**src/include/id_macros.svh**
```systemverilog
`ifndef ID_MACROS_SVH
`define ID_MACROS_SVH

// Datapath and register file widths
`define XLEN        32
`define REG_ADDR_W  5

// Exception vector layout
// IPE, INE, break, syscall, 4 front-end bits, interrupt
`define EXCP_NUM_W  9
`define FE_EXCP_W   4

// Privilege level of user mode
`define PLV_USER    2'd3

// 3R opcodes, instr[31:15]
`define OP3R_ADDW       17'h00020
`define OP3R_SUBW       17'h00022
`define OP3R_AND        17'h00029
`define OP3R_OR         17'h0002a
`define OP3R_BREAK      17'h00054
`define OP3R_SYSCALL    17'h00056

// 2RI12 opcodes, instr[31:22]
`define OP12_ADDIW      10'h00a
`define OP12_LDW        10'h0a2
`define OP12_STW        10'h0a6

// 1RI20 opcodes, instr[31:25]
`define OP20_LU12IW     7'h0a
`define OP20_PCADDU12I  7'h0e

// I26 opcodes, instr[31:26]
`define OP26_B          6'h14
`define OP26_BL         6'h15

// CSR access group, instr[31:24]
`define OPCSR           8'h04

`endif

```
**src/logic/core_types_pkg.sv**
```systemverilog
`include "id_macros.svh"

`default_nettype none

package core_types_pkg;

    // NOP must stay zero so decoder results can be ORed
    typedef enum logic [3:0] {
        OP_NOP       = 4'd0,
        OP_ADD       = 4'd1,
        OP_SUB       = 4'd2,
        OP_AND       = 4'd3,
        OP_OR        = 4'd4,
        OP_LUI       = 4'd5,
        OP_PCADDU12I = 4'd6,
        OP_LD_W      = 4'd7,
        OP_ST_W      = 4'd8,
        OP_B         = 4'd9,
        OP_BL        = 4'd10,
        OP_CSRRD     = 4'd11,
        OP_CSRWR     = 4'd12,
        OP_CSRXCHG   = 4'd13
    } aluop_e;

    typedef enum logic [2:0] {
        SEL_NOP    = 3'd0,
        SEL_LOGIC  = 3'd1,
        SEL_ARITH  = 3'd2,
        SEL_MOVE   = 3'd3,
        SEL_BRANCH = 3'd4,
        SEL_MEM    = 3'd5,
        SEL_CSR    = 3'd6
    } alusel_e;

    typedef struct packed {
        logic [`XLEN-1:0]      pc;
        logic [`XLEN-1:0]      instr;
        logic                  excp;
        logic [`FE_EXCP_W-1:0] excp_code;
    } fetch_packet_t;

    // Read port 0 carries rj, read port 1 carries rk or rd
    typedef struct packed {
        logic                             valid;
        aluop_e                           aluop;
        alusel_e                          alusel;
        logic [1:0]                       reg_read_valid;
        logic [1:0][`REG_ADDR_W-1:0]      reg_read_addr;
        logic                             reg_write_valid;
        logic [`REG_ADDR_W-1:0]           reg_write_addr;
        logic [`XLEN-1:0]                 imm;
        logic                             use_imm;
        logic                             is_csr;
        logic                             is_kernel;
        logic                             is_break;
        logic                             is_syscall;
        logic                             mem_load;
        logic                             mem_store;
    } decode_result_t;

    typedef struct packed {
        logic [`XLEN-1:0]                 pc;
        logic [`XLEN-1:0]                 instr;
        logic                             decode_valid;
        aluop_e                           aluop;
        alusel_e                          alusel;
        logic [1:0]                       reg_read_valid;
        logic [1:0][`REG_ADDR_W-1:0]      reg_read_addr;
        logic                             reg_write_valid;
        logic [`REG_ADDR_W-1:0]           reg_write_addr;
        logic [`XLEN-1:0]                 imm;
        logic                             use_imm;
        logic                             is_csr;
        logic                             mem_load;
        logic                             mem_store;
        logic                             excp;
        logic [`EXCP_NUM_W-1:0]           excp_num;
    } dispatch_packet_t;

endpackage

`default_nettype wire

```
**src/logic/decoder_3r.sv**
```systemverilog
`include "id_macros.svh"

`timescale 1ns/100ps
`default_nettype none

module decoder_3r
    import core_types_pkg::*;
(
    input  wire logic [`XLEN-1:0] instr_i,
    output decode_result_t        result_o
);

    logic [16:0]            opcode;
    logic [`REG_ADDR_W-1:0] rd;
    logic [`REG_ADDR_W-1:0] rj;
    logic [`REG_ADDR_W-1:0] rk;

    assign opcode = instr_i[31:15];
    assign rd     = instr_i[4:0];
    assign rj     = instr_i[9:5];
    assign rk     = instr_i[14:10];

    always_comb begin
        result_o = '0;
        case (opcode)
            `OP3R_ADDW: begin
                result_o.aluop  = OP_ADD;
                result_o.alusel = SEL_ARITH;
            end
            `OP3R_SUBW: begin
                result_o.aluop  = OP_SUB;
                result_o.alusel = SEL_ARITH;
            end
            `OP3R_AND: begin
                result_o.aluop  = OP_AND;
                result_o.alusel = SEL_LOGIC;
            end
            `OP3R_OR: begin
                result_o.aluop  = OP_OR;
                result_o.alusel = SEL_LOGIC;
            end
            // Traps carry no operands, only the flag
            `OP3R_BREAK:   result_o.is_break   = 1'b1;
            `OP3R_SYSCALL: result_o.is_syscall = 1'b1;
            default: ;
        endcase

        // ALU forms read rj, rk and write rd
        if (result_o.aluop != OP_NOP) begin
            result_o.reg_read_valid   = 2'b11;
            result_o.reg_read_addr[0] = rj;
            result_o.reg_read_addr[1] = rk;
            result_o.reg_write_valid  = 1'b1;
            result_o.reg_write_addr   = rd;
        end

        result_o.valid = (result_o.aluop != OP_NOP) | result_o.is_break | result_o.is_syscall;
    end

endmodule

`default_nettype wire

```
**src/logic/decoder_2ri12.sv**
```systemverilog
`include "id_macros.svh"

`timescale 1ns/100ps
`default_nettype none

module decoder_2ri12
    import core_types_pkg::*;
(
    input  wire logic [`XLEN-1:0] instr_i,
    output decode_result_t        result_o
);

    logic [9:0]       opcode;
    logic [`XLEN-1:0] simm12;

    assign opcode = instr_i[31:22];
    assign simm12 = {{(`XLEN-12){instr_i[21]}}, instr_i[21:10]};

    always_comb begin
        result_o = '0;
        case (opcode)
            `OP12_ADDIW: begin
                result_o.aluop           = OP_ADD;
                result_o.alusel          = SEL_ARITH;
                result_o.reg_write_valid = 1'b1;
            end
            `OP12_LDW: begin
                result_o.aluop           = OP_LD_W;
                result_o.alusel          = SEL_MEM;
                result_o.reg_write_valid = 1'b1;
                result_o.mem_load        = 1'b1;
            end
            `OP12_STW: begin
                result_o.aluop             = OP_ST_W;
                result_o.alusel            = SEL_MEM;
                // Store data comes from rd
                result_o.reg_read_valid[1] = 1'b1;
                result_o.reg_read_addr[1]  = instr_i[4:0];
                result_o.mem_store         = 1'b1;
            end
            default: ;
        endcase

        if (result_o.aluop != OP_NOP) begin
            result_o.valid             = 1'b1;
            result_o.reg_read_valid[0] = 1'b1;
            result_o.reg_read_addr[0]  = instr_i[9:5];
            result_o.imm               = simm12;
            result_o.use_imm           = 1'b1;
            if (result_o.reg_write_valid) begin
                result_o.reg_write_addr = instr_i[4:0];
            end
        end
    end

endmodule

`default_nettype wire

```
**src/logic/decoder_1ri20.sv**
```systemverilog
`include "id_macros.svh"

`timescale 1ns/100ps
`default_nettype none

module decoder_1ri20
    import core_types_pkg::*;
(
    input  wire logic [`XLEN-1:0] instr_i,
    output decode_result_t        result_o
);

    logic [6:0] opcode;

    assign opcode = instr_i[31:25];

    always_comb begin
        result_o = '0;
        case (opcode)
            `OP20_LU12IW: begin
                result_o.aluop  = OP_LUI;
                result_o.alusel = SEL_MOVE;
            end
            `OP20_PCADDU12I: begin
                result_o.aluop  = OP_PCADDU12I;
                result_o.alusel = SEL_ARITH;
            end
            default: ;
        endcase

        if (result_o.aluop != OP_NOP) begin
            result_o.valid           = 1'b1;
            result_o.reg_write_valid = 1'b1;
            result_o.reg_write_addr  = instr_i[4:0];
            // Upper 20 bits, low 12 cleared
            result_o.imm             = {instr_i[24:5], 12'b0};
            result_o.use_imm         = 1'b1;
        end
    end

endmodule

`default_nettype wire

```
**src/logic/decoder_i26.sv**
```systemverilog
`include "id_macros.svh"

`timescale 1ns/100ps
`default_nettype none

module decoder_i26
    import core_types_pkg::*;
(
    input  wire logic [`XLEN-1:0] instr_i,
    output decode_result_t        result_o
);

    logic [5:0]  opcode;
    logic [25:0] offs26;

    assign opcode = instr_i[31:26];
    // High half of the offset sits in the low instruction bits
    assign offs26 = {instr_i[9:0], instr_i[25:10]};

    always_comb begin
        result_o = '0;
        if (opcode == `OP26_B || opcode == `OP26_BL) begin
            result_o.valid   = 1'b1;
            result_o.aluop   = (opcode == `OP26_BL) ? OP_BL : OP_B;
            result_o.alusel  = SEL_BRANCH;
            result_o.imm     = {{(`XLEN-28){offs26[25]}}, offs26, 2'b00};
            result_o.use_imm = 1'b1;
            // Link register is r1
            if (opcode == `OP26_BL) begin
                result_o.reg_write_valid = 1'b1;
                result_o.reg_write_addr  = `REG_ADDR_W'd1;
            end
        end
    end

endmodule

`default_nettype wire

```
**src/logic/decoder_csr.sv**
```systemverilog
`include "id_macros.svh"

`timescale 1ns/100ps
`default_nettype none

module decoder_csr
    import core_types_pkg::*;
(
    input  wire logic [`XLEN-1:0] instr_i,
    output decode_result_t        result_o
);

    logic [`REG_ADDR_W-1:0] rd;
    logic [`REG_ADDR_W-1:0] rj;

    assign rd = instr_i[4:0];
    assign rj = instr_i[9:5];

    always_comb begin
        result_o = '0;
        if (instr_i[31:24] == `OPCSR) begin
            result_o.valid           = 1'b1;
            result_o.alusel          = SEL_CSR;
            result_o.reg_write_valid = 1'b1;
            result_o.reg_write_addr  = rd;
            // CSR number, zero-extended
            result_o.imm             = {{(`XLEN-14){1'b0}}, instr_i[23:10]};
            result_o.use_imm         = 1'b1;
            result_o.is_csr          = 1'b1;
            result_o.is_kernel       = 1'b1;

            // rj picks the variant; csrxchg uses rj as the write mask
            if (rj == `REG_ADDR_W'd0) begin
                result_o.aluop = OP_CSRRD;
            end else if (rj == `REG_ADDR_W'd1) begin
                result_o.aluop             = OP_CSRWR;
                result_o.reg_read_valid[1] = 1'b1;
                result_o.reg_read_addr[1]  = rd;
            end else begin
                result_o.aluop            = OP_CSRXCHG;
                result_o.reg_read_valid   = 2'b11;
                result_o.reg_read_addr[0] = rj;
                result_o.reg_read_addr[1] = rd;
            end
        end
    end

endmodule

`default_nettype wire

```
**src/logic/id_dispatch_reg.sv**
```systemverilog
`timescale 1ns/100ps
`default_nettype none

module id_dispatch_reg
    import core_types_pkg::*;
(
    input  wire logic              clk,
    input  wire logic              rst_i,
    input  wire logic              in_valid_i,
    output logic                   in_ready_o,
    input  wire dispatch_packet_t  in_packet_i,
    output logic                   out_valid_o,
    input  wire logic              out_ready_i,
    output dispatch_packet_t       out_packet_o
);

    logic             valid_q;
    dispatch_packet_t packet_q;

    // Room when empty or when the held entry leaves this cycle
    assign in_ready_o = ~valid_q | out_ready_i;

    always_ff @(posedge clk) begin
        if (rst_i) begin
            valid_q <= 1'b0;
        end else if (in_ready_o) begin
            valid_q <= in_valid_i;
        end
    end

    always_ff @(posedge clk) begin
        if (in_valid_i && in_ready_o) begin
            packet_q <= in_packet_i;
        end
    end

    assign out_valid_o  = valid_q;
    assign out_packet_o = packet_q;

endmodule

`default_nettype wire

```
**src/logic/id_stage.sv**
```systemverilog
`include "id_macros.svh"

`timescale 1ns/100ps
`default_nettype none

module id_stage
    import core_types_pkg::*;
(
    input  wire logic              clk,
    input  wire logic              rst_i,
    input  wire fetch_packet_t     fetch_i,
    input  wire logic              fetch_valid_i,
    output logic                   fetch_ready_o,
    input  wire logic              has_int_i,
    input  wire logic [1:0]        csr_plv_i,
    output dispatch_packet_t       dispatch_o,
    output logic                   dispatch_valid_o,
    input  wire logic              dispatch_ready_i
);

    localparam int NUM_DECODERS = 5;

    decode_result_t         sub_result [NUM_DECODERS];
    decode_result_t         merged;
    logic                   excp_ine;
    logic                   excp_ipe;
    logic [`FE_EXCP_W-1:0]  fe_code;
    logic [`EXCP_NUM_W-1:0] excp_num;
    dispatch_packet_t       packet;

    // Format decoders, each silent unless the word is one of its own
    decoder_3r u_decoder_3r (
        .instr_i  (fetch_i.instr),
        .result_o (sub_result[0])
    );

    decoder_2ri12 u_decoder_2ri12 (
        .instr_i  (fetch_i.instr),
        .result_o (sub_result[1])
    );

    decoder_1ri20 u_decoder_1ri20 (
        .instr_i  (fetch_i.instr),
        .result_o (sub_result[2])
    );

    decoder_i26 u_decoder_i26 (
        .instr_i  (fetch_i.instr),
        .result_o (sub_result[3])
    );

    decoder_csr u_decoder_csr (
        .instr_i  (fetch_i.instr),
        .result_o (sub_result[4])
    );

    // At most one decoder matches, so OR is a mux
    always_comb begin : merge_comb
        merged = '0;
        for (int i = 0; i < NUM_DECODERS; i++) begin
            merged = decode_result_t'(merged | sub_result[i]);
        end
    end

    assign excp_ine = ~merged.valid;
    assign excp_ipe = merged.is_kernel & (csr_plv_i == `PLV_USER);

    // Front-end code only counts when its flag is set
    assign fe_code  = fetch_i.excp ? fetch_i.excp_code : '0;
    assign excp_num = {excp_ipe, excp_ine, merged.is_break, merged.is_syscall,
                       fe_code, has_int_i};

    always_comb begin : packet_comb
        packet                 = '0;
        packet.pc              = fetch_i.pc;
        packet.instr           = fetch_i.instr;
        packet.decode_valid    = merged.valid;
        packet.aluop           = merged.aluop;
        packet.alusel          = merged.alusel;
        packet.reg_read_valid  = merged.reg_read_valid;
        packet.reg_read_addr   = merged.reg_read_addr;
        packet.reg_write_valid = merged.reg_write_valid;
        packet.reg_write_addr  = merged.reg_write_addr;
        packet.imm             = merged.imm;
        packet.use_imm         = merged.use_imm;
        packet.is_csr          = merged.is_csr;
        packet.mem_load        = merged.mem_load;
        packet.mem_store       = merged.mem_store;
        packet.excp            = |excp_num;
        packet.excp_num        = excp_num;
    end

    id_dispatch_reg u_dispatch_reg (
        .clk          (clk),
        .rst_i        (rst_i),
        .in_valid_i   (fetch_valid_i),
        .in_ready_o   (fetch_ready_o),
        .in_packet_i  (packet),
        .out_valid_o  (dispatch_valid_o),
        .out_ready_i  (dispatch_ready_i),
        .out_packet_o (dispatch_o)
    );

endmodule

`default_nettype wire

```
**config.mk**
```make
export PLATFORM = sky130hd
export DESIGN_NAME = id_stage
export DESIGN_NICKNAME = d
export VERILOG_FILES = /design/src/logic/core_types_pkg.sv /design/src/logic/decoder_3r.sv /design/src/logic/decoder_2ri12.sv /design/src/logic/decoder_1ri20.sv /design/src/logic/decoder_i26.sv /design/src/logic/decoder_csr.sv /design/src/logic/id_dispatch_reg.sv /design/src/logic/id_stage.sv
export VERILOG_INCLUDE_DIRS = /design/src /design/src/include
export SDC_FILE = /design/constraint.sdc
export NUM_CORES = 1
export LEC_CHECK = 0
export ABC_CLOCK_PERIOD_IN_PS = 7500
export BUFFER_PORTS_ARGS = -buffer_cell sky130_fd_sc_hd__buf_2
export CAP_MARGIN = 10
export CORE_ASPECT_RATIO = 1.5
export CORE_MARGIN = 8
export CORE_UTILIZATION = 50
export CTS_BUF_LIST = sky130_fd_sc_hd__clkbuf_16
export DETAILED_ROUTE_END_ITERATION = 8
export GPL_TIMING_DRIVEN = 0
export PLACE_DENSITY = 0.79
export SETUP_SLACK_MARGIN = 0.1
export SYNTH_ARGS = -nofsm -noshare
export SYNTH_HDL_FRONTEND = slang
export SYNTH_SLANG_ARGS = --single-unit
```
**constraint.sdc**
```tcl
create_clock -name clk -period 7.5 [get_ports clk]
set_input_delay 0.75 -clock clk [delete_from_list [all_inputs] [get_ports clk]]
set_output_delay 0.75 -clock clk [all_outputs]
set_load 0.02 [all_outputs]
```
== After elaboration in Yosys (flattened, before gate mapping) ==
Index checks and enable logic that the tools add are counted.
Storage, ports and cells
  output and inout bits: 138
  bits in registers: 137
  input bits: 76
  logic and storage cells: 79
Operators by class
  equal/unequal tests: 16
  muxes and demuxes: 27
  bitwise gates (word level): 10
  reductions and logical operators: 8
Operators by type and width (count)
  $or 65x65->65: 4
  $mux 39: 2
  $eq 17x6->1 const B: 4
  $mux 61: 1
  $mux 38: 1
  $eq 17x7->1 const B: 2
  $pmux 6 s4: 1
  $pmux 7 s3: 1
  $eq 10x8->1 const B: 2
  $mux 5: 4
  $mux 18: 1
  $eq 7x4->1 const B: 2
  $eq 6x5->1 const B: 2
  $mux 12: 1
  $pmux 6 s2: 1
  $reduce_bool 4->1: 3
  $eq 10x4->1 const B: 1
  $mux 1: 9
  $reduce_or 9->1: 1
  $eq 8x3->1 const B: 1
  $mux 4: 2
  $mux 8: 1
  $mux 6: 1
  $eq 5x1->1 const B: 1
  other kinds (9): 12

== Longest topological paths before layout ==
  word-level depth: 11
  depth in mapped cells: 8

== By module ==
A second synthesis with hierarchy kept.
Unflattened totals
  cells, all modules: 828
  area total of the unflattened synthesis: 8401.8 sq um
By module, submodules not included
  id_dispatch_reg: times used 1, cells an instance 141, area an instance 4139.0 sq um
  decoder_2ri12: times used 1, cells an instance 117, area an instance 910.9 sq um
  id_stage: times used 1, cells an instance 202, area an instance 870.8 sq um
  decoder_csr: times used 1, cells an instance 101, area an instance 684.4 sq um
  decoder_i26: times used 1, cells an instance 105, area an instance 648.1 sq um
  decoder_3r: times used 1, cells an instance 89, area an instance 625.6 sq um
  decoder_1ri20: times used 1, cells an instance 73, area an instance 523.0 sq um

== Worst setup path after synthesis ==
OpenSTA, ideal clock, no wires.
  path kind: input -> register
  start: input port dispatch_ready_i
  end: register u_dispatch_reg.packet_q (netlist bit u_dispatch_reg.out_packet_o[0]), enable pin
  arrival time: 4171 ps
  setup time: 511 ps
  stages: 2
  slack: 2818 ps
  cell sequence: nand2b_1 -> and2_1
Between the ends
  cells in the longest elaborated chain, start to end: 2
Ends and longest elaborated chain
  from (decl): line id_stage.sv:18  | input wire logic dispatch_ready_i
  $or 1x1->1: line id_dispatch_reg.sv:21  | assign in_ready_o = ~valid_q | out_ready_i;
  $logic_and 1x1->1: line id_dispatch_reg.sv:32  | if (in_valid_i && in_ready_o) begin
  to (signal assigned): line id_dispatch_reg.sv:33  | packet_q <= in_packet_i;
  to (decl): line id_dispatch_reg.sv:18  | dispatch_packet_t packet_q;
No other way between the ends.
A chain may end at the register's enable or synchronous reset.

==> metrics.md <==
| Metric | Value |
|---|---|
| Outcome | finished, final reports clean |
| Final Hold Slack | 477 ps |
| CTS Buf Count | 17 |
| I/O Buffers | 213 |
| Worst setup path endpoint | u_dispatch_reg.out_packet_o[9]$_DFFE_PP_ |
| Area delta synth->final | 34.9% |
| Met3 usage | 7.64% |
| Power density over the cells | 264 mW/mm² |
| Worst Hold Class | in2reg |
| Clock Tree Root | clkbuf_16 |
| Die width | 100 µm |
| Reg2reg start | u_dispatch_reg.out_valid_o$_SDFFE_PP0N_ |
| Most frequent cells in the layout | 217 x buf_2, 136 x edfxtp_1, 17 x clkbuf_16, 12 x a221o_1 |
| Mapped cell area | 0.00532 mm² |
| Fin crit share | 32.0% |
| Final worst setup slack | around 5000 ps |
| RSZ-0062 raised after global routing | false |
| Reg clk slew, reported paths | about 60 ps |
| Rows | 46 |
| Average wire per standard cell | 21.9 µm |
| Synth area leaders | edfxtp_1 77%, a221o_1 2.3%, a22o_1 1.6% |
| Internal reg-to-reg setup slack | 5590 ps |
| Flop pwr share | 47.4% |
| Die Area | 0.0143 mm² |
| Max capacitance violation total | 0 |
| Static Leak | 3.01 nW |
| Vias in the first global route | 3771 |
| Worst slew pin tran | 955 ps |
| Final ANT Viol Nets | 0 |
| GRT met1 Usage | around 21% |
| DRC violations left | 0 |
| CTS sink cnt | 137 |
| H-tree depth | 4 |
| Syn Nets | 380 |
| Worst setup path startpoint | fetch_i[29] |
| Top_reg_cell synth | edfxtp_1 |
| Cells after DPL | 662 |
| CP Max Fanout | 10 |
| Final HPWL from detailed placement | around 11000 µm |
| Final min period | 2400 ps |
| Vias after detailed routing | 3788 |
| Via density | 5.45 |
| Initial detailed-routing violation count | 254 |
| Busiest metal layer after global routing | met2 |
| Yosys warnings | 0 |
| R2r worst-path depth | 3 |
| #FFs+latches synth | 137 |
| Top cell type by total area after synthesis | edfxtp_1 |
| Final hold vios | 0 |
| Comb power frac | 9.5% |
| # setup viols final | 0 |
| Core Area | between 0.01 and 0.015 mm² |
| Sw Share | 25.5% |
| Slew HR | 36.3% |
| Worst setup EP type | flop |
| CTS tree | built |
| Sw Pwr | 0.484 mW |
| Placed Area | 0.00660 mm² |
| Pin count of the biggest net entering global routing | 73 |
| Post-CTS Hold Fix Bufs | 0 |
| Fraction of registers with async set or reset after synthesis | 0% |
| Crit path DAT | between 2000 and 3000 ps |
| Placer congestion estimate | 0.886 |
| Total Routing Usage GR | 21.1% |
| Number of gates resized after cts | 0 |
| Synth top area share | roughly 77% |
| Final cell count without fillers | 695 |
| Mapped Avg Cell Area | 17.5 µm² |
| Number of distinct library cells after synthesis | 57 |
| Num ports | ~210 |
| # Post-CTS Setup Buffers | 0 |
| EDFF count, synth | between 100 and 150 |
| Cells after Synth | 304 |
| Total Power | 1.90 mW |
| Met2 Track Usage GR | 37.8% |
| WS Path Type | in2reg |
| Int Pwr | roughly 1.4 mW |
| CP Launch Type | primary input |
| Finished layout cell area | roughly 0.007 mm² |
| Global-route wire length before repair | around 22000 µm |
| Peak Freq | 417 MHz |
| Worst-Skew Late Latency | 420 ps |
| Initial core utilization | 50.8% |
| Reg2Reg Capture Point | u_dispatch_reg.out_packet_o[105]$_DFFE_PP_ |
| Seq/Total Area, Yosys | 77.1% |
| DRT Pass-1 Iters | 5 |
| Detailed Route WL | 15200 µm |
| Gr ovfl total | 0 |
| Nets | about 610 |
| Clock skew | 4.13 ps |
| Initial antenna violation count | 1 |
| Total Neg Setup Slack | 0 ps |
| Clock group share of total power | between 40% and 50% |
| Clock Path Buffers | 2 |
| Worst slack at placement | around 4700 ps |
| Slew Viols, Final | 0 |
| Max VDD drop | about 170 µV |
| Chip height | 142 µm |
| Commonest non-fill, non-tap cell in the layout | buf_2 |
| Layout Utilization | 68.6% |
| Share of cells above drive strength 1 | 50.9% |
| Critical Path RT | 7660 ps |
registers in the layout, summed over array words and instances, names as in the netlist:
register and cells:
u_dispatch_reg.out_packet_o 136, u_dispatch_reg.out_valid_o 1
power by group through the flow:
stage	sequential (mW)	clock (mW)	combinational (mW)
3_3_place_gp	0.922	0	0.175
3_5_place_dp	0.916	0	0.181
5_1_grt	0.904	0.851	0.190
2_1_floorplan	0.978	0	0.0343
4_1_cts	0.901	0.823	0.182
6_report	0.900	0.817	0.180
how the worst min path moves through the flow:
stage,from,to,slack [ps],cells past startpoint
final,rst_i,u_dispatch_reg.out_valid_o$_SDFFE_PP0N_,480,2
after global routing,rst_i,u_dispatch_reg.out_valid_o$_SDFFE_PP0N_,470,2
after CTS,rst_i,u_dispatch_reg.out_valid_o$_SDFFE_PP0N_,470,2
after detailed placement,u_dispatch_reg.out_valid_o$_SDFFE_PP0N_,u_dispatch_reg.out_valid_o$_SDFFE_PP0N_,510,2
after global placement,u_dispatch_reg.out_valid_o$_SDFFE_PP0N_,u_dispatch_reg.out_valid_o$_SDFFE_PP0N_,480,2
after floorplan,u_dispatch_reg.out_valid_o$_SDFFE_PP0N_,u_dispatch_reg.out_valid_o$_SDFFE_PP0N_,730,2
worst max-delay path, stage by stage:
cell and delay (ps):
buf_2 100, buf_2 170, or4_4 550, nor4_4 490
and2_4 260, buf_6 150, o211ai_1 80
synth_stat cells, types with 2 or more instances:
| cell | instances |
|---|---|
| nand3_1 | 2 |
| or3_1 | 5 |
| a22o_1 | 10 |
| nand2b_1 | 3 |
| and3_1 | 3 |
| xnor2_1 | 2 |
| a222oi_1 | 2 |
| inv_1 | 3 |
| or2_2 | 3 |
| a21oi_1 | 4 |
| nand2_1 | 10 |
| o21ai_0 | 4 |
| nor2b_1 | 6 |
| nor4_1 | 5 |
| a22o_2 | 5 |
| buf_6 | 3 |
| nor2_1 | 4 |
| clkbuf_1 | 8 |
| and2_1 | 9 |
| edfxtp_1 | 136 |
| a221o_1 | 12 |
| o211ai_1 | 2 |
| buf_2 | 4 |
| or4_1 | 3 |
| o21a_1 | 4 |
| a21boi_0 | 5 |
| nor3_1 | 7 |
| nand3b_1 | 2 |
| or4b_2 | 2 |
| or4_4 | 2 |
| nor3b_1 | 2 |
| a21o_1 | 6 |
| nand4_1 | 2 |
final cells by class:
class / count / area (µm²)
antenna: 1 / 2.50
buffer: 16 / 91.3
clock buffer: 17 / 425
clock inverter: 15 / 154
fill: 750 / 3290
inverter: 4 / 15.0
multi-input combinational: 147 / 1120
sequential: 137 / 4100
tap: 144 / 180
timing repair buffer: 214 / 1090
metal layers:
metal / share of wire, % / vias up / wire, µm
li1: - / 1717 / -
met1: 34 / 1833 / 5190
met2: 53 / 211 / 8120
met3: 10 / 27 / 1550
met4: 2.2 / 0 / 336
met5: 0 / - / 0
kinds of logic (layout without fill, tap and decap cells):
kind of cell | count (synthesis) | in the layout | synth area share (%)
other | 0 | 1 | 0
buffers and inverters | 20 | 266 | 2.00
DFF | 137 | 137 | 77.1
and+or+nand+nor | 80 | 80 | 9.82
AOI/OAI and AO/OA | 65 | 65 | 10.8
xor gates and xnor gates | 2 | 2 | 0.329
(Power assumes the default switching activity.)
